## config.mk

```make
export PLATFORM = sky130hd
export DESIGN_NAME = ls_load_format_flat
export DESIGN_NICKNAME = d
export VERILOG_FILES = /design/src/logic/ls_pkg.sv /design/src/logic/ls_req_if.sv /design/src/logic/ls_load_format.sv /design/src/flat_wrapper.sv
export SDC_FILE = /design/constraint.sdc
export NUM_CORES = 1
export LEC_CHECK = 0
export BUFFER_PORTS_ARGS = -buffer_cell sky130_fd_sc_hd__clkbuf_2
export CAP_MARGIN = 20
export CELL_PAD_IN_SITES_DETAIL_PLACEMENT = 0
export CELL_PAD_IN_SITES_GLOBAL_PLACEMENT = 1
export CORE_ASPECT_RATIO = 1.2
export CORE_MARGIN = 8
export CORE_UTILIZATION = 23
export CTS_BUF_LIST = sky130_fd_sc_hd__clkbuf_2
export DETAILED_ROUTE_END_ITERATION = 8
export PLACE_DENSITY_LB_ADDON = 0.1
export SYNTH_ARGS = -nofsm -noshare
export SYNTH_HDL_FRONTEND = slang
export SYNTH_SLANG_ARGS = --single-unit
export TNS_END_PERCENT = 100
```

## constraint.sdc

```tcl
create_clock -name clk -period 1.4 [get_ports clk]
set_input_delay 0.28 -clock clk [delete_from_list [all_inputs] [get_ports clk]]
set_output_delay 0.28 -clock clk [all_outputs]
set_load 0.01 [all_outputs]
```

## src/logic/ls_pkg.sv

```systemverilog
/*
  Shared widths, access sizes and exception codes for the load/store unit.
  Size encodings follow the RISC-V load/store funct3 field.
  Exception codes follow the RISC-V mcause values for memory accesses.
*/
package ls_pkg;

    ///////////////////////////////////////////////////////////////////////
    // Data widths

    typedef logic [31:0] xlen_t;
    typedef logic signed [11:0] offset_t;
    typedef logic [3:0] ls_id_t;
    typedef logic [3:0] byte_en_t;

    ///////////////////////////////////////////////////////////////////////
    // Access size (funct3)

    typedef enum logic [2:0] {
        LS_B = 3'b000,
        LS_H = 3'b001,
        LS_W = 3'b010,
        L_BU = 3'b100,
        L_HU = 3'b101
    } ls_size_e;

    ///////////////////////////////////////////////////////////////////////
    // Exception codes

    typedef enum logic [3:0] {
        LOAD_ADDR_MISALIGNED = 4'd4,
        LOAD_FAULT = 4'd5,
        STORE_ADDR_MISALIGNED = 4'd6,
        STORE_FAULT = 4'd7
    } exc_code_e;

    ///////////////////////////////////////////////////////////////////////
    // Defaults for the top-level parameters

    // Must stay word aligned
    localparam xlen_t DEFAULT_MEM_BASE = 32'h0000_1000;

    // Both depths must be powers of two
    localparam int DEFAULT_MEM_WORDS = 256;
    localparam int DEFAULT_QUEUE_DEPTH = 4;

endpackage
```

## src/logic/ls_req_if.sv

```systemverilog
/*
  One memory request between pipeline stages, valid/ready handshake.
  The source holds valid and every field stable while ready is low.
  word_addr indexes words inside the local memory, so ADDR_W must match
  the log2 of the memory depth.
*/
interface ls_req_if #(
    parameter int ADDR_W = $clog2(ls_pkg::DEFAULT_MEM_WORDS)
);
    import ls_pkg::*;

    logic valid;
    logic ready;

    logic [ADDR_W-1:0] word_addr;
    logic [1:0] byte_addr;
    byte_en_t be;
    // Already replicated into its byte lanes
    xlen_t wdata;
    ls_size_e size;
    logic load;
    logic store;
    ls_id_t id;

    modport src (
        output valid, word_addr, byte_addr, be, wdata, size, load, store, id,
        input ready
    );

    modport sink (
        input valid, word_addr, byte_addr, be, wdata, size, load, store, id,
        output ready
    );

    // Sees the transfer and supplies ready on behalf of the writeback side
    modport observer (
        input valid, byte_addr, size, load, store, id,
        output ready
    );

endinterface

```

## src/logic/ls_load_format.sv

```systemverilog
/*
  Load result formatting and the writeback register.
  Captures size, byte offset and id of each accepted load. The memory read
  data arrives one cycle later and stays stable while writeback stalls,
  so the formatted value is built from it directly.
  Loads must be naturally aligned. Stores pass through without a result.
*/
module ls_load_format (
    input logic clk,
    input logic rst,
    ls_req_if.observer req,
    input ls_pkg::xlen_t rdata,
    output logic wb_valid,
    output ls_pkg::ls_id_t wb_id,
    output ls_pkg::xlen_t wb_data,
    input logic wb_ready,
    output logic busy
);
    import ls_pkg::*;

    ls_size_e size_r;
    logic [1:0] byte_addr_r;
    logic load_acc;
    logic [15:0] half_sel;
    logic [7:0] byte_sel;

    // Memory accepts only while the writeback slot is free or draining
    assign req.ready = ~wb_valid | wb_ready;
    assign load_acc = req.valid & req.ready & req.load;

    ///////////////////////////////////////////////////////////////////////
    // Writeback control

    always_ff @(posedge clk) begin
        if (rst) begin
            wb_valid <= 1'b0;
        end else if (load_acc) begin
            wb_valid <= 1'b1;
        end else if (wb_ready) begin
            wb_valid <= 1'b0;
        end
    end

    // Load attributes
    always_ff @(posedge clk) begin
        if (load_acc) begin
            size_r <= req.size;
            byte_addr_r <= req.byte_addr;
            wb_id <= req.id;
        end
    end

    ///////////////////////////////////////////////////////////////////////
    // Lane select then extend

    assign half_sel = byte_addr_r[1] ? rdata[31:16] : rdata[15:0];
    assign byte_sel = byte_addr_r[0] ? half_sel[15:8] : half_sel[7:0];

    always_comb begin
        case (size_r)
            LS_B: wb_data = {{24{byte_sel[7]}}, byte_sel};
            LS_H: wb_data = {{16{half_sel[15]}}, half_sel};
            L_BU: wb_data = {24'h0, byte_sel};
            L_HU: wb_data = {16'h0, half_sel};
            default: wb_data = rdata;
        endcase
    end

    assign busy = wb_valid;

    // A stalled result stays put, which relies on the memory holding rdata
    a_wb_hold: assert property (@(posedge clk) disable iff (rst)
        (wb_valid && !wb_ready) |=> (wb_valid && $stable(wb_data) && $stable(wb_id)));

endmodule

```

## src/flat_wrapper.sv

```systemverilog
// flat-port wrapper written by rule: the top's interface ports become plain ports
module ls_load_format_flat import ls_pkg::*;
  (clk, rst, rdata, wb_valid, wb_id, wb_data, wb_ready, busy, req_valid, req_byte_addr, req_size, req_load, req_store, req_id, req_ready);
  ls_req_if req_i ();
  input logic clk;
  input logic rst;
  input ls_pkg::xlen_t rdata;
  output logic wb_valid;
  output ls_pkg::ls_id_t wb_id;
  output ls_pkg::xlen_t wb_data;
  input logic wb_ready;
  output logic busy;
  input wire logic [$bits(req_i.valid)-1:0] req_valid;
  input wire logic [$bits(req_i.byte_addr)-1:0] req_byte_addr;
  input wire logic [$bits(req_i.size)-1:0] req_size;
  input wire logic [$bits(req_i.load)-1:0] req_load;
  input wire logic [$bits(req_i.store)-1:0] req_store;
  input wire logic [$bits(req_i.id)-1:0] req_id;
  output wire logic [$bits(req_i.ready)-1:0] req_ready;
  assign req_i.valid = req_valid;
  assign req_i.byte_addr = req_byte_addr;
  assign req_i.size = req_size;
  assign req_i.load = req_load;
  assign req_i.store = req_store;
  assign req_i.id = req_id;
  assign req_ready = req_i.ready;
  ls_load_format u_core (.clk(clk), .rst(rst), .req(req_i), .rdata(rdata), .wb_valid(wb_valid), .wb_id(wb_id), .wb_data(wb_data), .wb_ready(wb_ready), .busy(busy));
endmodule
```

==> run_results.csv <==
group,metric,value,unit
worst_setup_path,cp-startpoint,"u_core.byte_addr_r[0]",
timing,clock_skew,0.0131,ns
timing,setup_viol_count_final,32,
drt,firstDrtPassIters,4,
timing,finalCritPeriodShare,1.43,
cts,cts-buffers-inserted,3,
drt,drc_errors,0,
final_layout,drive_gt1_frac,0.602,
global_routing,grt_max_degree,17,
worst_setup_path,crit_path_max_incr_delay,0.46,ns
timing,drv_slew,0,
placement,hpwl,3780,um
timing,relSlewSlack,0.783,
power,ir_worst_vdd,0.368,mV
worst_setup_path,cp.arrival,1.72,ns
placement,port_buffers,84,
global_routing,grt_overflow,0,
floorplanning,die_y,89.6,um
yosys,yosysTopAreaCell,"edfxtp_1",
floorplanning,rows,26,
status,violations,"setup timing",
worst_setup_path,crit_type,"reg -> out",
yosys,synth_cell_type_count,28,
floorplanning,floorplan.initialDensity,0.242,
status,outcome,"complete, but fails checks",
worst_setup_path,cp.depth,4,
yosys,ys_top_cells_by_area,"edfxtp_1 26%, o21ai_0 12%, nand2_1 10%, nor2_1 6.2%, a22oi_1 5.1%",
placement,routabilityCongestion,0.802,
drt,via_per_inst,4.75,
yosys,ys_seq_elements,10,
drt,drtIter0Drc,68,
yosys,postSynthCellCount,139,
cts,tritoncts,"done",
floorplanning,die_w,77.3,um
floorplanning,core_area,4290,um^2
global_routing,grt_pass1_vias,1512,
final_layout,fin_cells,305,
cts,h-tree-depth,1,
global_routing,antenna_found_initial,0,
worst_setup_path,r2r_slack,0.33,ns
worst_setup_path,cp-end-kind,"primary output",
cts,cts_hold_buf,0,
global_routing,grt_pass1_wl,6810,um
power,p_sw_frac,0.342,
timing,fmax,0.501,GHz
drt,avgRoutedWirePerCell,14.6,um
yosys,ys.warnings.count,0,
cts,clk_latency,0.24,ns
final_layout,synthToLayoutAreaGrowth,79.7,%
placement,place_inst,297,
yosys,avgSynthCellArea,7.46,um^2
worst_setup_path,r2r-end,"u_core.wb_id[2]",
worst_setup_path,cpMaxStageDelayCell,"edfxtp_1",
power,p_int,661,uW
worst_setup_path,cp-start-kind,"flip-flop",
worst_setup_path,crit_family,"compound AO/OA/AOI/OAI gates",
worst_setup_path,crit_path_end,"wb_data[13]",
worst_hold_path,hold_class,"in -> reg",
cts,clkTransAtPathRegs,0.10,ns
timing,finalHoldViolCount,0,
power,p_seq_frac,0.348,
placement,dp_slack,-0.304,ns
power,combPwrFrac,0.491,
power,power_density,539,nW/um^2
timing,tightest_slew,0.323,ns
yosys,synth_area,1040,um^2
cts,root_buffer,"clkbuf_2",
drt,num_vias,1450,
worst_setup_path,r2r_start,"u_core.busy",
timing,min_period,2.00,ns
drt,totalWireLength,4450,um
power,p_sw,343,uW
yosys,ys_seq_area_frac,0.280,
final_layout,fin_nets,297,
floorplanning,dieArea,6920,um^2
cts,numClockSinks,10,
timing,setup_ws,-0.595,ns
final_layout,diodes,0,
worst_setup_path,path_cells,"mux2_4, o211a_4, a221o_1, clkbuf_2",
global_routing,track_usage,0.119,
cts,clk_path_buf_depth,2,
power,p_clk_frac,0.160,
worst_setup_path,worst-path-buf-inv,1,
timing,rsz0062_at_grt,"true",
worst_setup_path,worstPathRequired,1.12,ns
power,leakagePower,0.000937,uW
floorplanning,pin_count,86,
worst_setup_path,reg2reg_depth,3,
drt,ant_nets,0,
run,maxCapViolations,0,
yosys,syn-num-nets,186,
worst_setup_path,path_max_fanout,5,
timing,fin_setup_tns,-17.29,ns
yosys,yosysTopAreaCellShare,0.261,
## metrics by stage
step                power, uW  instance area (um^2)  utilization  hold WS (ns)
floorplan                 577                  1060            -         0.349
global placement          809                  1720        0.401         0.436
detailed placement        815                  1720        0.401         0.439
CTS                       979                  1750        0.407         0.180
global route             1070                  1860        0.434         0.181
finish                   1000                  1860        0.434         0.197
## cell type report
class	count	area, um^2
sequential	10	290
timing repair buffer	118	716
inverter	3	11.3
tap	56	70.1
multi-input combinational	114	757
clock buffer	4	20.0
fill	479	2430
## layout by cell type (no fill, tap or decap), types with 4 or more instances in the layout
cell and count:
o21ai_2 11, a22oi_1 7, edfxtp_1 9, clkbuf_2 74, buf_2 14, nand2b_1 5, nor2_1 17, a21oi_1 5
buf_6 4, o21ai_0 6, buf_4 27, o21ai_1 9, nand2_1 27, a221o_1 5
## sequential cells by signal, summed over array words and instances, names as in the netlist
register / count
u_core.busy: 1
u_core.byte_addr_r: 2
u_core.wb_id: 4
u_core.size_r: 3
## cell usage after synthesis
master      n
nor2b_1     3
mux2_2      3
a2bb2oi_1   3
o211a_4     1
buf_4       4
nand2b_1    5
mux2_4      1
nor4b_2     1
edfxtp_1    9
o21ai_0    24
dfxtp_1     1
nor3_2      1
a31oi_1     2
a21oi_1     5
mux2i_1     2
buf_6       1
o21ai_1     2
o221a_2     1
a221o_1     5
clkbuf_1    4
nand2_1    28
nor2b_2     1
buf_2       3
nor2_1     17
nor3_1      1
a22oi_1     7
inv_1       3
o211ai_2    1
## metal layers
metal,up-vias,track usage,part of all wire
met1,673,0.110,0.38
li1,723,-,-
met5,-,0,0
met4,0,0.0206,0
met3,0,0.0392,0.089
met2,54,0.245,0.53
## worst min-delay path by stage
stage	startpoint	end	slack, ns	cells after the start
6_report	rst	u_core.busy	0.20	2
5_1_grt	req_byte_addr[0]	u_core.byte_addr_r[0]	0.18	1
4_1_cts	rst	u_core.busy	0.18	2
3_5_place_dp	rst	u_core.busy	0.44	2
3_3_place_gp	rst	u_core.busy	0.44	2
2_1_floorplan	rst	u_core.busy	0.35	1
## cell families (layout without fill, tap and decap cells)
kind of cell,after synthesis,count (layout),synth area share
buffers and inverters,15,125,0.0796
flip-flops,10,10,0.280
AO/OA/AOI/OAI,51,51,0.326
multiplexers,6,6,0.0663
AND/OR/NAND/NOR,57,57,0.248
## power groups by stage
| stage | clock network [uW] | logic (uW) | registers [uW] |
|---|---|---|---|
| 2_1_floorplan | 0 | 218 | 358 |
| 3_3_place_gp | 0 | 451 | 358 |
| 3_5_place_dp | 0 | 456 | 359 |
| 4_1_cts | 169 | 458 | 352 |
| 5_1_grt | 178 | 540 | 351 |
| 6_report | 161 | 493 | 350 |
## what timing repair did
item	in CTS	in global routing
pin swaps	0	1
resized for setup	1	42
buffers inserted	0	3
gates cloned	0	1
setup endpoints to repair	32	32
No activity file was read; power rests on OpenSTA's default activity.
