$ cat config.mk
export PLATFORM = sky130hd
export DESIGN_NAME = ls_addr_gen_flat
export DESIGN_NICKNAME = d
export VERILOG_FILES = /design/src/logic/ls_pkg.sv /design/src/logic/ls_req_if.sv /design/src/logic/ls_addr_gen.sv /design/src/flat_wrapper.sv
export SDC_FILE = /design/constraint.sdc
export NUM_CORES = 1
export LEC_CHECK = 0
export ABC_AREA = 1
export BUFFER_PORTS_ARGS = -buffer_cell sky130_fd_sc_hd__buf_2
export CORE_ASPECT_RATIO = 0.75
export CORE_MARGIN = 8
export CORE_UTILIZATION = 25
export DETAILED_ROUTE_END_ITERATION = 10
export PLACE_DENSITY_LB_ADDON = 0.08
export RECOVER_POWER = 100
export SLEW_MARGIN = 20
export SYNTH_ARGS = -nofsm -noshare
export SYNTH_HDL_FRONTEND = slang
export SYNTH_SLANG_ARGS = --single-unit
$ cat constraint.sdc
create_clock -name clk -period 3.8 [get_ports clk]
set_clock_uncertainty 0.05 [all_clocks]
set_input_delay 0.19 -clock clk [delete_from_list [all_inputs] [get_ports clk]]
set_output_delay 0.19 -clock clk [all_outputs]
set_load 0.005 [all_outputs]
$ cat src/logic/ls_pkg.sv
/*
  Shared widths, access sizes and exception codes for the load/store unit.
  Size encodings follow the RISC-V load/store funct3 field.
  Exception codes follow the RISC-V mcause values for memory accesses.
*/
package ls_pkg;

    ///////////////////////////////////////////////////////////////////////
    // Data widths

    typedef logic [31:0] xlen_t;
    typedef logic signed [11:0] offset_t;
    typedef logic [3:0] ls_id_t;
    typedef logic [3:0] byte_en_t;

    ///////////////////////////////////////////////////////////////////////
    // Access size (funct3)

    typedef enum logic [2:0] {
        LS_B = 3'b000,
        LS_H = 3'b001,
        LS_W = 3'b010,
        L_BU = 3'b100,
        L_HU = 3'b101
    } ls_size_e;

    ///////////////////////////////////////////////////////////////////////
    // Exception codes

    typedef enum logic [3:0] {
        LOAD_ADDR_MISALIGNED = 4'd4,
        LOAD_FAULT = 4'd5,
        STORE_ADDR_MISALIGNED = 4'd6,
        STORE_FAULT = 4'd7
    } exc_code_e;

    ///////////////////////////////////////////////////////////////////////
    // Defaults for the top-level parameters

    // Must stay word aligned
    localparam xlen_t DEFAULT_MEM_BASE = 32'h0000_1000;

    // Both depths must be powers of two
    localparam int DEFAULT_MEM_WORDS = 256;
    localparam int DEFAULT_QUEUE_DEPTH = 4;

endpackage
$ cat src/logic/ls_req_if.sv
/*
  One memory request between pipeline stages, valid/ready handshake.
  The source holds valid and every field stable while ready is low.
  word_addr indexes words inside the local memory, so ADDR_W must match
  the log2 of the memory depth.
*/
interface ls_req_if #(
    parameter int ADDR_W = $clog2(ls_pkg::DEFAULT_MEM_WORDS)
);
    import ls_pkg::*;

    logic valid;
    logic ready;

    logic [ADDR_W-1:0] word_addr;
    logic [1:0] byte_addr;
    byte_en_t be;
    // Already replicated into its byte lanes
    xlen_t wdata;
    ls_size_e size;
    logic load;
    logic store;
    ls_id_t id;

    modport src (
        output valid, word_addr, byte_addr, be, wdata, size, load, store, id,
        input ready
    );

    modport sink (
        input valid, word_addr, byte_addr, be, wdata, size, load, store, id,
        output ready
    );

    // Sees the transfer and supplies ready on behalf of the writeback side
    modport observer (
        input valid, byte_addr, size, load, store, id,
        output ready
    );

endinterface

$ cat src/logic/ls_addr_gen.sv
/*
  Effective address generation and access checks.
  Outputs toward the queue are combinational from the issue inputs, so the
  issuer must hold its fields stable while issue_ready is low.
  A misaligned or out-of-range access never enters the queue. It loads the
  exception register and blocks issue until exception_ack.
  Misalignment wins over the range fault. MEM_BASE must be word aligned.
*/
module ls_addr_gen #(
    parameter ls_pkg::xlen_t MEM_BASE = ls_pkg::DEFAULT_MEM_BASE,
    parameter int MEM_WORDS = ls_pkg::DEFAULT_MEM_WORDS
) (
    input logic clk,
    input logic rst,

    input logic issue_valid,
    input logic issue_load,
    input logic issue_store,
    input ls_pkg::ls_size_e issue_size,
    input ls_pkg::xlen_t issue_rs1,
    input ls_pkg::offset_t issue_offset,
    input ls_pkg::xlen_t issue_rs2,
    input ls_pkg::ls_id_t issue_id,
    output logic issue_ready,

    input logic exception_ack,
    output logic exception_valid,
    output ls_pkg::exc_code_e exception_code,
    output ls_pkg::xlen_t exception_tval,
    output ls_pkg::ls_id_t exception_id,

    ls_req_if.src req
);
    import ls_pkg::*;

    localparam int ADDR_W = $clog2(MEM_WORDS);
    localparam xlen_t MEM_BYTES = xlen_t'(4 * MEM_WORDS);

    xlen_t eff_addr;
    xlen_t rel_addr;
    logic misaligned;
    logic out_of_range;
    logic bad_addr;
    logic new_exc;
    byte_en_t be_lanes;

    ///////////////////////////////////////////////////////////////////////
    // Address and checks

    assign eff_addr = issue_rs1 + {{20{issue_offset[11]}}, issue_offset};
    assign rel_addr = eff_addr - MEM_BASE;

    always_comb begin
        case (issue_size)
            LS_H, L_HU: misaligned = eff_addr[0];
            LS_W: misaligned = |eff_addr[1:0];
            default: misaligned = 1'b0;
        endcase
    end

    // Below base wraps rel_addr around to a large value as well
    assign out_of_range = (eff_addr < MEM_BASE) | (rel_addr >= MEM_BYTES);
    assign bad_addr = misaligned | out_of_range;

    ///////////////////////////////////////////////////////////////////////
    // Byte lanes

    always_comb begin
        be_lanes = '0;
        case (issue_size)
            LS_B, L_BU: be_lanes[eff_addr[1:0]] = 1'b1;
            LS_H, L_HU: be_lanes = eff_addr[1] ? 4'b1100 : 4'b0011;
            default: be_lanes = 4'b1111;
        endcase
    end

    always_comb begin
        case (issue_size)
            LS_B, L_BU: req.wdata = {4{issue_rs2[7:0]}};
            LS_H, L_HU: req.wdata = {2{issue_rs2[15:0]}};
            default: req.wdata = issue_rs2;
        endcase
    end

    // Loads carry no write lanes
    assign req.be = issue_store ? be_lanes : '0;
    assign req.word_addr = rel_addr[ADDR_W+1:2];
    assign req.byte_addr = eff_addr[1:0];
    assign req.size = issue_size;
    assign req.load = issue_load;
    assign req.store = issue_store;
    assign req.id = issue_id;

    assign req.valid = issue_valid & ~exception_valid & ~bad_addr;
    assign issue_ready = req.ready & ~exception_valid;

    ///////////////////////////////////////////////////////////////////////
    // Exception register

    assign new_exc = issue_valid & issue_ready & bad_addr;

    always_ff @(posedge clk) begin
        if (rst) begin
            exception_valid <= 1'b0;
        end else begin
            exception_valid <= (exception_valid & ~exception_ack) | new_exc;
        end
    end

    always_ff @(posedge clk) begin
        if (new_exc) begin
            if (misaligned) begin
                exception_code <= issue_store ? STORE_ADDR_MISALIGNED : LOAD_ADDR_MISALIGNED;
            end else begin
                exception_code <= issue_store ? STORE_FAULT : LOAD_FAULT;
            end
            exception_tval <= eff_addr;
            exception_id <= issue_id;
        end
    end

    // The issuer keeps a request stable until the queue takes it
    a_req_hold: assert property (@(posedge clk) disable iff (rst)
        (req.valid && !req.ready) |=> (req.valid && $stable(req.word_addr)
            && $stable(req.wdata) && $stable(req.be) && $stable(req.id)));

endmodule

$ cat src/flat_wrapper.sv
// flat-port wrapper written by rule: the top's interface ports become plain ports
module ls_addr_gen_flat import ls_pkg::*;
#(
    parameter ls_pkg::xlen_t MEM_BASE = ls_pkg::DEFAULT_MEM_BASE,
    parameter int MEM_WORDS = ls_pkg::DEFAULT_MEM_WORDS
)
  (clk, rst, issue_valid, issue_load, issue_store, issue_size, issue_rs1, issue_offset, issue_rs2, issue_id, issue_ready, exception_ack, exception_valid, exception_code, exception_tval, exception_id, req_valid, req_word_addr, req_byte_addr, req_be, req_wdata, req_size, req_load, req_store, req_id, req_ready);
  ls_req_if req_i ();
  input logic clk;
  input logic rst;
  input logic issue_valid;
  input logic issue_load;
  input logic issue_store;
  input ls_pkg::ls_size_e issue_size;
  input ls_pkg::xlen_t issue_rs1;
  input ls_pkg::offset_t issue_offset;
  input ls_pkg::xlen_t issue_rs2;
  input ls_pkg::ls_id_t issue_id;
  output logic issue_ready;
  input logic exception_ack;
  output logic exception_valid;
  output ls_pkg::exc_code_e exception_code;
  output ls_pkg::xlen_t exception_tval;
  output ls_pkg::ls_id_t exception_id;
  output wire logic [$bits(req_i.valid)-1:0] req_valid;
  output wire logic [$bits(req_i.word_addr)-1:0] req_word_addr;
  output wire logic [$bits(req_i.byte_addr)-1:0] req_byte_addr;
  output wire logic [$bits(req_i.be)-1:0] req_be;
  output wire logic [$bits(req_i.wdata)-1:0] req_wdata;
  output wire logic [$bits(req_i.size)-1:0] req_size;
  output wire logic [$bits(req_i.load)-1:0] req_load;
  output wire logic [$bits(req_i.store)-1:0] req_store;
  output wire logic [$bits(req_i.id)-1:0] req_id;
  input wire logic [$bits(req_i.ready)-1:0] req_ready;
  assign req_valid = req_i.valid;
  assign req_word_addr = req_i.word_addr;
  assign req_byte_addr = req_i.byte_addr;
  assign req_be = req_i.be;
  assign req_wdata = req_i.wdata;
  assign req_size = req_i.size;
  assign req_load = req_i.load;
  assign req_store = req_i.store;
  assign req_id = req_i.id;
  assign req_i.ready = req_ready;
  ls_addr_gen #(.MEM_BASE(MEM_BASE), .MEM_WORDS(MEM_WORDS)) u_core (.clk(clk), .rst(rst), .issue_valid(issue_valid), .issue_load(issue_load), .issue_store(issue_store), .issue_size(issue_size), .issue_rs1(issue_rs1), .issue_offset(issue_offset), .issue_rs2(issue_rs2), .issue_id(issue_id), .issue_ready(issue_ready), .exception_ack(exception_ack), .exception_valid(exception_valid), .exception_code(exception_code), .exception_tval(exception_tval), .exception_id(exception_id), .req(req_i));
endmodule
==> impl_metrics.py <==
metrics = {
    "run_status": {
        "outcome": "finished clean",
    },
    "route": {
        "post_drt_via_cell_ratio": 4.29,
        "wire_per_inst_um": 14.5,
        "routed-via-count": 5489,
        "drc": 0,
        "antenna_left": 0,
        "drt_iter0_markers": 294,
        "wirelength_um": 18600,
        "dr.pass1.iters": 5,
    },
    "global_route": {
        "grt_pass1_wl_um": 28600,
        "antenna_found_initial": 0,
        "track_usage": 0.142,
        "grt_max_degree": 34,
        "grt_overflow": 0,
        "grt_pass1_vias": 5118,
    },
    "cts": {
        "cts_root_buf": "clkbuf_16",
        "tritoncts": "built",
        "cts.path.max_buffers": 2,
        "clock_sinks": 39,
        "cts_hold_buffers": 0,
        "cts_max_level": 2,
        "cts_buffers": 5,
        "cts_resized": 0,
        "cts_setup_buffers": 0,
        "clkLatencyLatePin_ns": 0.28,
        "cts.clk_slew.worst_paths_ns": 0.06,
    },
    "floorplan": {
        "initial_core_util": 0.253,
        "dieHeight_um": 139,
        "design.core.area_um2": 20000,
        "die_area_um2": 25100,
        "num_rows": 45,
        "io_pins": 188,
        "die_w_um": 180,
    },
    "worst_setup_path": {
        "path_common_cell": "nand2_1",
        "critPathRequiredTime_ns": 3.56,
        "critPathLaunchType": "primary input",
        "path_max_fanout": 21,
        "path_cells": "buf_2 -> ha_1 -> nand2_1 -> inv_1 -> nand2_1 -> nand2_1 -> inv_1 -> nand3_2 -> nand2_1 -> nand2_1 -> nor2_2 -> nand2_1 -> nor2_1 -> nand2_1 -> nor2_2 -> nand2_1 -> nand2_1 -> nand3_1 -> nor2_1 -> nand3_2 -> nor3b_2 -> buf_2",
        "worstSetupPathType": "in2out",
        "end_kind": "primary output",
        "path_delay_family": "simple AND/OR/NAND/NOR gates",
        "crit_buf_inv": 4,
        "critPathArrivalTime_ns": 3.15,
        "critPathSlowestCell": "ha_1",
        "critical_path.max_stage_delay_ns": 0.39,
    },
    "yosys": {
        "synth.most_common_cell": "nand2_1",
        "synth-edff-count": 38,
        "synth.yosys.warnings": 0,
        "synth-seq-cells": 39,
        "synth_area_um2": 5070,
        "syn_nets": 981,
        "synth_top_cell_area_share": 0.264,
        "synthArstFlopShare": 0,
        "avgSynthCellArea_um2": 5.90,
        "ys_types": 33,
        "synthTopCellsByCount": "nand2_1, inv_1, nor2_1",
        "synth_ff_type": "edfxtp_1",
        "yosys-top-cells-area": "nand2_1, edfxtp_1, inv_1",
        "yosys.area.top_type": "nand2_1",
        "synthCells": 859,
        "synth_seq_area_share": 0.229,
    },
    "pwr": {
        "finalPower_mw": 1.81,
        "power_density_nw_per_um2": 296,
        "vdd_drop_max_mv": 0.130,
        "leakagePower_nw": 3.37,
    },
    "final_layout": {
        "drive_gt1_frac": 0.140,
        "ff_latch_area_um2": 1160,
        "layout.nets": 1143,
        "n_fill_cell": 2358,
        "num_antenna_cells": 0,
        "stdcell_count": 1280,
        "multi_input_area_um2": 3060,
        "area_delta_synth_final_pct": 20.9,
    },
    "timing": {
        "setup_violations": 0,
        "grt_setup_unrepaired": "no",
        "slew_viol_final": 0,
        "finalHoldViolCount": 0,
        "max_freq_mhz": 295,
        "post-route-min-period_ns": 3.39,
        "hold_ws_ns": 0.00615,
        "relSlewSlack": 0.423,
        "period_share": 0.893,
        "tightest_slew_ns": 0.862,
        "tns_ns": 0,
    },
    "placement": {
        "io_buffer_count": 183,
        "hpwlAfterDp_um": 16400,
        "dp_cells": 1272,
        "gp_congestion": 0.838,
    },
    "hold_path": {
        "min_path_type": "in2reg",
    },
    "flow_run": {
        "maxCapViolCount": 0,
    },
}
## routing by layer
layer	vias up	routed length [um]	global-route usage
li1	2950	-	-
met1	2396	9790	0.204
met2	132	7710	0.221
met3	11	893	0.0226
met4	0	182	0.0278
met5	-	0	0
## kinds of logic (layout without fill, tap and decap cells)
| family | after synthesis | after routing | synth area share |
|---|---|---|---|
| other cells | 2 | 2 | 0.00148 |
| flops | 39 | 39 | 0.229 |
| compound gates | 37 | 37 | 0.0403 |
| fa+ha+maj | 32 | 32 | 0.0805 |
| buf+inv | 187 | 350 | 0.160 |
| simple gates | 551 | 551 | 0.469 |
| xor+xnor | 11 | 11 | 0.0190 |
## sequential cells by signal, summed over array words and instances, names as in the netlist
signal                  cells
u_core.exception_valid      1
u_core.exception_code       2
u_core.exception_tval      32
u_core.exception_id         4
## cells in the final DEF (no fill, tap or decap), types with 2 or more instances in the layout
cell type	instances
nand2_1	366
inv_1	151
buf_2	94
clkbuf_1	91
nor2_1	60
nand3_1	58
edfxtp_1	38
ha_1	31
a21oi_1	22
nor2_2	16
nand4_1	14
nand2_2	13
o21ai_0	8
xor2_1	8
o211ai_1	5
clkbuf_16	5
nor3_1	4
and2_1	4
nand3_2	4
xnor2_1	3
nor2_4	3
clkinv_1	2
and3_1	2
nand3b_1	2
conb_1	2
## power by group
group / internal, mW / total, mW / switching [mW]
registers: 0.520 / 0.528 / 0.00783
logic: 0.260 / 0.797 / 0.537
clock network: 0.310 / 0.489 / 0.179
total: 1.09 / 1.81 / 0.724
## metrics by stage
stage,instance area [um^2],setup slack (ns),utilization
2_1_floorplan,5070,0.493,-
3_3_place_gp,6120,0.251,0.305
3_5_place_dp,6120,0.275,0.305
4_1_cts,6290,0.414,0.314
5_1_grt,6120,0.0585,0.306
6_report,6120,0.408,0.306
## worst paths after layout
| path | cells past startpoint | endpoint | startpoint | slack, ns |
|---|---|---|---|---|
| setup reg to reg | 6 | u_core.exception_tval[0] | u_core.exception_valid | 2.36 |
| setup / recovery | 22 | req_valid | issue_offset[11] | 0.41 |
| hold / removal | 2 | u_core.exception_valid | rst | 0.006 |
| hold reg to reg | 2 | u_core.exception_valid | u_core.exception_valid | 0.47 |
## area by class of cell
type,instances,share of cell area
clock buffers,5,0.0204
repair buffers,188,0.136
clock inverters,3,0.00715
flip-flops and latches,39,0.190
well taps,258,0.0527
inverters,154,0.0944
multi-input cells,633,0.499
No activity file was read; power rests on OpenSTA's default activity.
