==> src/logic/ls_pkg.sv <==
/*
  Shared widths, access sizes and exception codes for the load/store unit.
  Size encodings follow the RISC-V load/store funct3 field.
  Exception codes follow the RISC-V mcause values for memory accesses.
*/
package ls_pkg;

    ///////////////////////////////////////////////////////////////////////
    // Data widths

    typedef logic [31:0] xlen_t;
    typedef logic signed [11:0] offset_t;
    typedef logic [3:0] ls_id_t;
    typedef logic [3:0] byte_en_t;

    ///////////////////////////////////////////////////////////////////////
    // Access size (funct3)

    typedef enum logic [2:0] {
        LS_B = 3'b000,
        LS_H = 3'b001,
        LS_W = 3'b010,
        L_BU = 3'b100,
        L_HU = 3'b101
    } ls_size_e;

    ///////////////////////////////////////////////////////////////////////
    // Exception codes

    typedef enum logic [3:0] {
        LOAD_ADDR_MISALIGNED = 4'd4,
        LOAD_FAULT = 4'd5,
        STORE_ADDR_MISALIGNED = 4'd6,
        STORE_FAULT = 4'd7
    } exc_code_e;

    ///////////////////////////////////////////////////////////////////////
    // Defaults for the top-level parameters

    // Must stay word aligned
    localparam xlen_t DEFAULT_MEM_BASE = 32'h0000_1000;

    // Both depths must be powers of two
    localparam int DEFAULT_MEM_WORDS = 256;
    localparam int DEFAULT_QUEUE_DEPTH = 4;

endpackage
==> src/logic/ls_req_if.sv <==
/*
  One memory request between pipeline stages, valid/ready handshake.
  The source holds valid and every field stable while ready is low.
  word_addr indexes words inside the local memory, so ADDR_W must match
  the log2 of the memory depth.
*/
interface ls_req_if #(
    parameter int ADDR_W = $clog2(ls_pkg::DEFAULT_MEM_WORDS)
);
    import ls_pkg::*;

    logic valid;
    logic ready;

    logic [ADDR_W-1:0] word_addr;
    logic [1:0] byte_addr;
    byte_en_t be;
    // Already replicated into its byte lanes
    xlen_t wdata;
    ls_size_e size;
    logic load;
    logic store;
    ls_id_t id;

    modport src (
        output valid, word_addr, byte_addr, be, wdata, size, load, store, id,
        input ready
    );

    modport sink (
        input valid, word_addr, byte_addr, be, wdata, size, load, store, id,
        output ready
    );

    // Sees the transfer and supplies ready on behalf of the writeback side
    modport observer (
        input valid, byte_addr, size, load, store, id,
        output ready
    );

endinterface

==> src/logic/ls_request_queue.sv <==
/*
  In-order request FIFO between address generation and memory.
  QUEUE_DEPTH must be a power of two and at least 2.
  Ready toward the producer is registered and stays low during reset.
*/
module ls_request_queue #(
    parameter int QUEUE_DEPTH = ls_pkg::DEFAULT_QUEUE_DEPTH
) (
    input logic clk,
    input logic rst,
    ls_req_if.sink in_req,
    ls_req_if.src out_req,
    output logic empty
);
    import ls_pkg::*;

    localparam int PTR_W = $clog2(QUEUE_DEPTH);
    localparam int ADDR_W = $bits(in_req.word_addr);

    logic [ADDR_W-1:0] word_addr_q [QUEUE_DEPTH];
    logic [1:0] byte_addr_q [QUEUE_DEPTH];
    byte_en_t be_q [QUEUE_DEPTH];
    xlen_t wdata_q [QUEUE_DEPTH];
    ls_size_e size_q [QUEUE_DEPTH];
    logic load_q [QUEUE_DEPTH];
    logic store_q [QUEUE_DEPTH];
    ls_id_t id_q [QUEUE_DEPTH];

    logic [PTR_W-1:0] wr_ptr;
    logic [PTR_W-1:0] rd_ptr;
    logic [PTR_W:0] count;
    logic [PTR_W:0] count_next;
    logic push;
    logic pop;

    assign push = in_req.valid & in_req.ready;
    assign pop = out_req.valid & out_req.ready;
    assign count_next = count + (PTR_W+1)'(push) - (PTR_W+1)'(pop);

    ///////////////////////////////////////////////////////////////////////
    // Pointers and occupancy

    always_ff @(posedge clk) begin
        if (rst) begin
            wr_ptr <= '0;
            rd_ptr <= '0;
            count <= '0;
            in_req.ready <= 1'b0;
        end else begin
            wr_ptr <= wr_ptr + PTR_W'(push);
            rd_ptr <= rd_ptr + PTR_W'(pop);
            count <= count_next;
            in_req.ready <= count_next != (PTR_W+1)'(QUEUE_DEPTH);
        end
    end

    // Storage
    always_ff @(posedge clk) begin
        if (push) begin
            word_addr_q[wr_ptr] <= in_req.word_addr;
            byte_addr_q[wr_ptr] <= in_req.byte_addr;
            be_q[wr_ptr] <= in_req.be;
            wdata_q[wr_ptr] <= in_req.wdata;
            size_q[wr_ptr] <= in_req.size;
            load_q[wr_ptr] <= in_req.load;
            store_q[wr_ptr] <= in_req.store;
            id_q[wr_ptr] <= in_req.id;
        end
    end

    assign out_req.valid = count != '0;
    assign out_req.word_addr = word_addr_q[rd_ptr];
    assign out_req.byte_addr = byte_addr_q[rd_ptr];
    assign out_req.be = be_q[rd_ptr];
    assign out_req.wdata = wdata_q[rd_ptr];
    assign out_req.size = size_q[rd_ptr];
    assign out_req.load = load_q[rd_ptr];
    assign out_req.store = store_q[rd_ptr];
    assign out_req.id = id_q[rd_ptr];

    assign empty = count == '0;

    a_no_push_full: assert property (@(posedge clk) disable iff (rst)
        push |-> count != (PTR_W+1)'(QUEUE_DEPTH));

    // Head entry stays put while memory stalls
    a_head_hold: assert property (@(posedge clk) disable iff (rst)
        (out_req.valid && !out_req.ready) |=> (out_req.valid
            && $stable(out_req.word_addr) && $stable(out_req.wdata) && $stable(out_req.id)));

endmodule

==> src/flat_wrapper.sv <==
// flat-port wrapper written by rule: the top's interface ports become plain ports
module ls_request_queue_flat import ls_pkg::*;
#(
    parameter int QUEUE_DEPTH = ls_pkg::DEFAULT_QUEUE_DEPTH
)
  (clk, rst, empty, in_req_valid, in_req_word_addr, in_req_byte_addr, in_req_be, in_req_wdata, in_req_size, in_req_load, in_req_store, in_req_id, in_req_ready, out_req_valid, out_req_word_addr, out_req_byte_addr, out_req_be, out_req_wdata, out_req_size, out_req_load, out_req_store, out_req_id, out_req_ready);
  ls_req_if in_req_i ();
  ls_req_if out_req_i ();
  input logic clk;
  input logic rst;
  output logic empty;
  input wire logic [$bits(in_req_i.valid)-1:0] in_req_valid;
  input wire logic [$bits(in_req_i.word_addr)-1:0] in_req_word_addr;
  input wire logic [$bits(in_req_i.byte_addr)-1:0] in_req_byte_addr;
  input wire logic [$bits(in_req_i.be)-1:0] in_req_be;
  input wire logic [$bits(in_req_i.wdata)-1:0] in_req_wdata;
  input wire logic [$bits(in_req_i.size)-1:0] in_req_size;
  input wire logic [$bits(in_req_i.load)-1:0] in_req_load;
  input wire logic [$bits(in_req_i.store)-1:0] in_req_store;
  input wire logic [$bits(in_req_i.id)-1:0] in_req_id;
  output wire logic [$bits(in_req_i.ready)-1:0] in_req_ready;
  output wire logic [$bits(out_req_i.valid)-1:0] out_req_valid;
  output wire logic [$bits(out_req_i.word_addr)-1:0] out_req_word_addr;
  output wire logic [$bits(out_req_i.byte_addr)-1:0] out_req_byte_addr;
  output wire logic [$bits(out_req_i.be)-1:0] out_req_be;
  output wire logic [$bits(out_req_i.wdata)-1:0] out_req_wdata;
  output wire logic [$bits(out_req_i.size)-1:0] out_req_size;
  output wire logic [$bits(out_req_i.load)-1:0] out_req_load;
  output wire logic [$bits(out_req_i.store)-1:0] out_req_store;
  output wire logic [$bits(out_req_i.id)-1:0] out_req_id;
  input wire logic [$bits(out_req_i.ready)-1:0] out_req_ready;
  assign in_req_i.valid = in_req_valid;
  assign in_req_i.word_addr = in_req_word_addr;
  assign in_req_i.byte_addr = in_req_byte_addr;
  assign in_req_i.be = in_req_be;
  assign in_req_i.wdata = in_req_wdata;
  assign in_req_i.size = in_req_size;
  assign in_req_i.load = in_req_load;
  assign in_req_i.store = in_req_store;
  assign in_req_i.id = in_req_id;
  assign in_req_ready = in_req_i.ready;
  assign out_req_valid = out_req_i.valid;
  assign out_req_word_addr = out_req_i.word_addr;
  assign out_req_byte_addr = out_req_i.byte_addr;
  assign out_req_be = out_req_i.be;
  assign out_req_wdata = out_req_i.wdata;
  assign out_req_size = out_req_i.size;
  assign out_req_load = out_req_i.load;
  assign out_req_store = out_req_i.store;
  assign out_req_id = out_req_i.id;
  assign out_req_i.ready = out_req_ready;
  ls_request_queue #(.QUEUE_DEPTH(QUEUE_DEPTH)) u_core (.clk(clk), .rst(rst), .in_req(in_req_i), .out_req(out_req_i), .empty(empty));
endmodule
==> config.mk <==
export PLATFORM = sky130hd
export DESIGN_NAME = ls_request_queue_flat
export DESIGN_NICKNAME = d
export VERILOG_FILES = /design/src/logic/ls_pkg.sv /design/src/logic/ls_req_if.sv /design/src/logic/ls_request_queue.sv /design/src/flat_wrapper.sv
export SDC_FILE = /design/constraint.sdc
export NUM_CORES = 1
export LEC_CHECK = 0
export ABC_AREA = 1
export BUFFER_PORTS_ARGS = -buffer_cell sky130_fd_sc_hd__buf_2
export CAP_MARGIN = 30
export CORE_MARGIN = 3
export CORE_UTILIZATION = 30
export DETAILED_ROUTE_END_ITERATION = 7
export PLACE_DENSITY = 0.54
export SLEW_MARGIN = 20
export SYNTH_ARGS = -nofsm -noshare
export SYNTH_HDL_FRONTEND = slang
export SYNTH_SLANG_ARGS = --single-unit
==> constraint.sdc <==
create_clock -name clk -period 4.8 [get_ports clk]
set_input_delay 0.24 -clock clk [delete_from_list [all_inputs] [get_ports clk]]
set_output_delay 0.24 -clock clk [all_outputs]
set_load 0.01 [all_outputs]
==> impl_results.md <==
- Outcome: finished, final reports clean
- Count of max-cap constraint violations: 0
- Final Setup Violations: 0
- Number of global-route vias before repair: 5349
- Crit path max fanout: 60
- Post-route antenna net violation count: 0
- Worst Min Path Start: out_req_ready
- Clock Power Share: 0.318
- Power density over cell area: 527 nW/um^2
- Part of the power in registers: 0.422
- Top cells by count, synth: 220 x sky130_fd_sc_hd__edfxtp_1, 118 x sky130_fd_sc_hd__nor2_1, 65 x sky130_fd_sc_hd__o21ai_0
- Aggregate global routing overflow: 0
- Effective utilization at floorplan: 0.306
- Routed wirelength normalized by instance count: 16.3 um
- Max stage delay cell, worst path: sky130_fd_sc_hd__buf_4
- TritonCTS clock tree: built
- Wire length of the first global-routing pass: between 20000 and 30000 um
- Critical Path Sink Type: primary output
- Post-synth EDFFs: 220
- Later-pin clock latency in the skew report: a little over 0.5 ns
- Total via count in the routed design: 5221
- Combinational Power Share: 0.260
- #FFs+latches synth: 228
- Total negative slack: 0 ns
- Final worst hold slack: 0.315 ns
- Final core utilization: 0.388
- H-Tree Depth: 1
- Nets in the synthesized netlist: 649
- GR Layer Usage met2: 0.218
- 1st-iter DRT viols: 352
- Worst hold path class: input port to flip-flop
- Unique cell type count in the Yosys netlist: 20
- Synthesized area: 8550 um^2
- Placement Cell Area: roughly 9500 um^2
- Share of async-settable or async-resettable flops after synthesis: 0
- Highest-utilization routing layer at the global route stage: met2
- Maximum ir drop on the vdd rail: 0.300 mV
- Post-CTS setup buffers: 0
- Core ar.: about 28000 um^2
- Port bufs: 116
- Area fraction of the dominant cell type after synthesis: 0.772
- Area added between synthesis and finish: 26.7%
- Clk slew on worst S/H paths: 0.05 ns
- Peak Freq: approximately 410 MHz
- Number of warnings reported in the yosys synthesis log: 0
- Family of cells with the greatest summed delay on the critical path: buffers and inverters
- Total wirelength of the detailed-routed design: 18800 um
- CP Launch Point: u_core.rd_ptr[0]$_SDFF_PP0_
- Num CTS Buffers: 26
- Met1 layer usage reported by global route: 0.154
- Mean instance size in the synthesized netlist: 14.6 um^2
- Setup repair after global routing missed its margin: no
- Cell row count: 61
- Top FF cell, synth: sky130_fd_sc_hd__edfxtp_1
- Worst setup path class: flip-flop to primary output
- Number of nets at the end of the flow: 820
- Fraction of final layout cells sized beyond drive strength 1: 0.216
- Switching Share: 0.307
- DRC Markers: 0
- Int Power: 3.96 mW
- Most frequent cell after synthesis: sky130_fd_sc_hd__edfxtp_1
- Dominant cells by area after synthesis: sky130_fd_sc_hd__edfxtp_1 77%, sky130_fd_sc_hd__nor2_1 5.2%, sky130_fd_sc_hd__o22ai_1 4.0%, sky130_fd_sc_hd__o21ai_0 3.8%, sky130_fd_sc_hd__o21ai_1 2.6%
- Root buffer cell: sky130_fd_sc_hd__clkbuf_16
- DR vias/cell: 4.52
- CP required: 4.56 ns
- Number of max-slew violations in the final report: 0
- Max-Slew Margin vs Limit: 0.396
- Aggregate global-route resource usage: 0.122
- Part of the cycle the worst path needs: 0.514
- P_leak: 3.79 nW
- Horizontal die dimension: 175 um
- Gpl congestion: approximately 0.69
- Final standard cell area without fillers: between 10000 and 15000 um^2
- Worst Clk Skew: ~0.0083 ns
- Worst path arrival time: 2.23 ns
- Largest net degree at the start of global routing: 111
- Slew at the pin closest to its max-slew limit: ~0.9 ns
- Largest area contributor in the synthesized netlist: sky130_fd_sc_hd__edfxtp_1
- Crit-path cells: buf_4, buf_16, o21ai_0, o22ai_1, buf_2
- Number of clock sinks: 228
- Total power: 5.71 mW
- Critical path startpoint category: flip-flop
- Buffer levels on the longest clock path: 3
- Die ar.: 30600 um^2
- Launching point of the worst reg2reg path: u_core.count[0]$_SDFF_PP0_
- Number of antenna diodes: 0
- Largest stage delay on the critical path: 0.46 ns
- Initial antenna violation count: 0
- Number of hold violations in the final report: 0
- Die Ht: between 150 and 200 um
- Sequential element share of the synthesized area: 0.791
- Number of iterations in the first detailed-routing pass: 4
- Number of buffer and inverter instances along the worst setup path: 3
- Slack of the worst reg-to-reg path: 2.66 ns
- Top-level port count: 117
- Routing usage on met3: 0.0219
- Final min period: approximately 2.5 ns
- Placed wire-length estimate: 9940 um
- Syn Inst Count: between 500 and 600
- P_sw: approximately 1.8 mW
[layer usage]
metal  up-vias  wire length (um)
met5         -                 0
met2       103              9490
met3        27               717
met4         0               435
li1       2535                 -
met1      2556              8180
[layout by cell type (no fill, tap or decap), drive strengths merged]
master       instances
nand2                6
xnor2                2
nand3                1
o22ai               55
a21oi                2
clkbuf              30
clkinvlp             1
clkinv              15
inv                 18
buf                123
nor3                 5
o21ai              110
edfxtp             220
nor2               118
dfxtp                8
fa                   1
bufinv               1
ha                   4
dlygate4sd3         56
[sequential cells by signal, indices dropped and copies added (netlist names)]
name and cells:
u_core.word_addr_q 32, u_core.in_req.ready 1, u_core.wr_ptr 2, u_core.load_q 4, u_core.count 3, u_core.be_q 16
u_core.store_q 4, u_core.wdata_q 128, u_core.byte_addr_q 8, u_core.id_q 16, u_core.size_q 12, u_core.rd_ptr 2
[final cells by class]
| cell class | instances | area, um^2 |
|---|---|---|
| tap | 378 | 473 |
| sequential | 228 | 6770 |
| multi-input combinational | 304 | 1510 |
| inverter | 17 | 71.3 |
| fill | 2742 | 17100 |
| clock inverter | 18 | 115 |
| timing repair buffer | 179 | 1210 |
| clock buffer | 30 | 687 |
[worst reg2reg max path: stages, from the launching register on]
cell                      delay [ns]
sky130_fd_sc_hd__dfxtp_1        0.31
sky130_fd_sc_hd__nor3_1         0.29
sky130_fd_sc_hd__nor2_1         0.11
sky130_fd_sc_hd__ha_1           0.29
sky130_fd_sc_hd__inv_1          0.04
sky130_fd_sc_hd__ha_1           0.20
sky130_fd_sc_hd__fa_1           0.41
sky130_fd_sc_hd__inv_1          0.07
sky130_fd_sc_hd__nand2_1        0.06
sky130_fd_sc_hd__nand2_1        0.07
sky130_fd_sc_hd__nand2_1        0.06
sky130_fd_sc_hd__nand2_1        0.06
sky130_fd_sc_hd__a21oi_1        0.05
[metrics by stage]
stage | std cells | setup WS (ns)
3_3_place_gp | 1049 | 2.64
5_1_grt | 1154 | 2.14
6_report | 1154 | 2.33
4_1_cts | 1154 | 2.24
2_1_floorplan | 585 | 0.0278
3_5_place_dp | 1050 | 2.66
[power groups by stage]
| stage | Combinational, mW | Sequential, mW | Clock (mW) |
|---|---|---|---|
| finish | 1.49 | 2.41 | 1.81 |
| global placement | 1.47 | 2.45 | 0 |
| detailed placement | 1.50 | 2.45 | 0 |
| global route | 1.67 | 2.42 | 1.95 |
| CTS | 1.54 | 2.41 | 1.87 |
| floorplan | 0.962 | 2.46 | 0 |
[path summary, 6_finish.rpt]
path	endpoint	depth (start not counted)
setup / recovery	out_req_wdata[1]	5
hold / removal	u_core.rd_ptr[0]$_SDFF_PP0_	6
hold reg to reg	u_core.count[2]$_SDFF_PP0_	2
setup reg to reg	u_core.in_req.ready$_SDFF_PP0_	12
[cells by family (layout without fill, tap and decap cells)]
group	after synthesis	in the layout	synth area share
buffers and inverters	53	244	0.0351
AO/OA/AOI/OAI	167	167	0.106
XOR/XNOR	2	2	0.00205
flip-flops	228	228	0.791
adder cells (fa/ha/maj)	5	5	0.00819
AND/OR/NAND/NOR	130	130	0.0579
[timing repair]
item | CTS | global route
hold buffers | 56 | 0
hold endpoints to repair | 227 | 0
resized for setup | 0 | 0
Note: power is estimated with default switching activity, not from simulation.
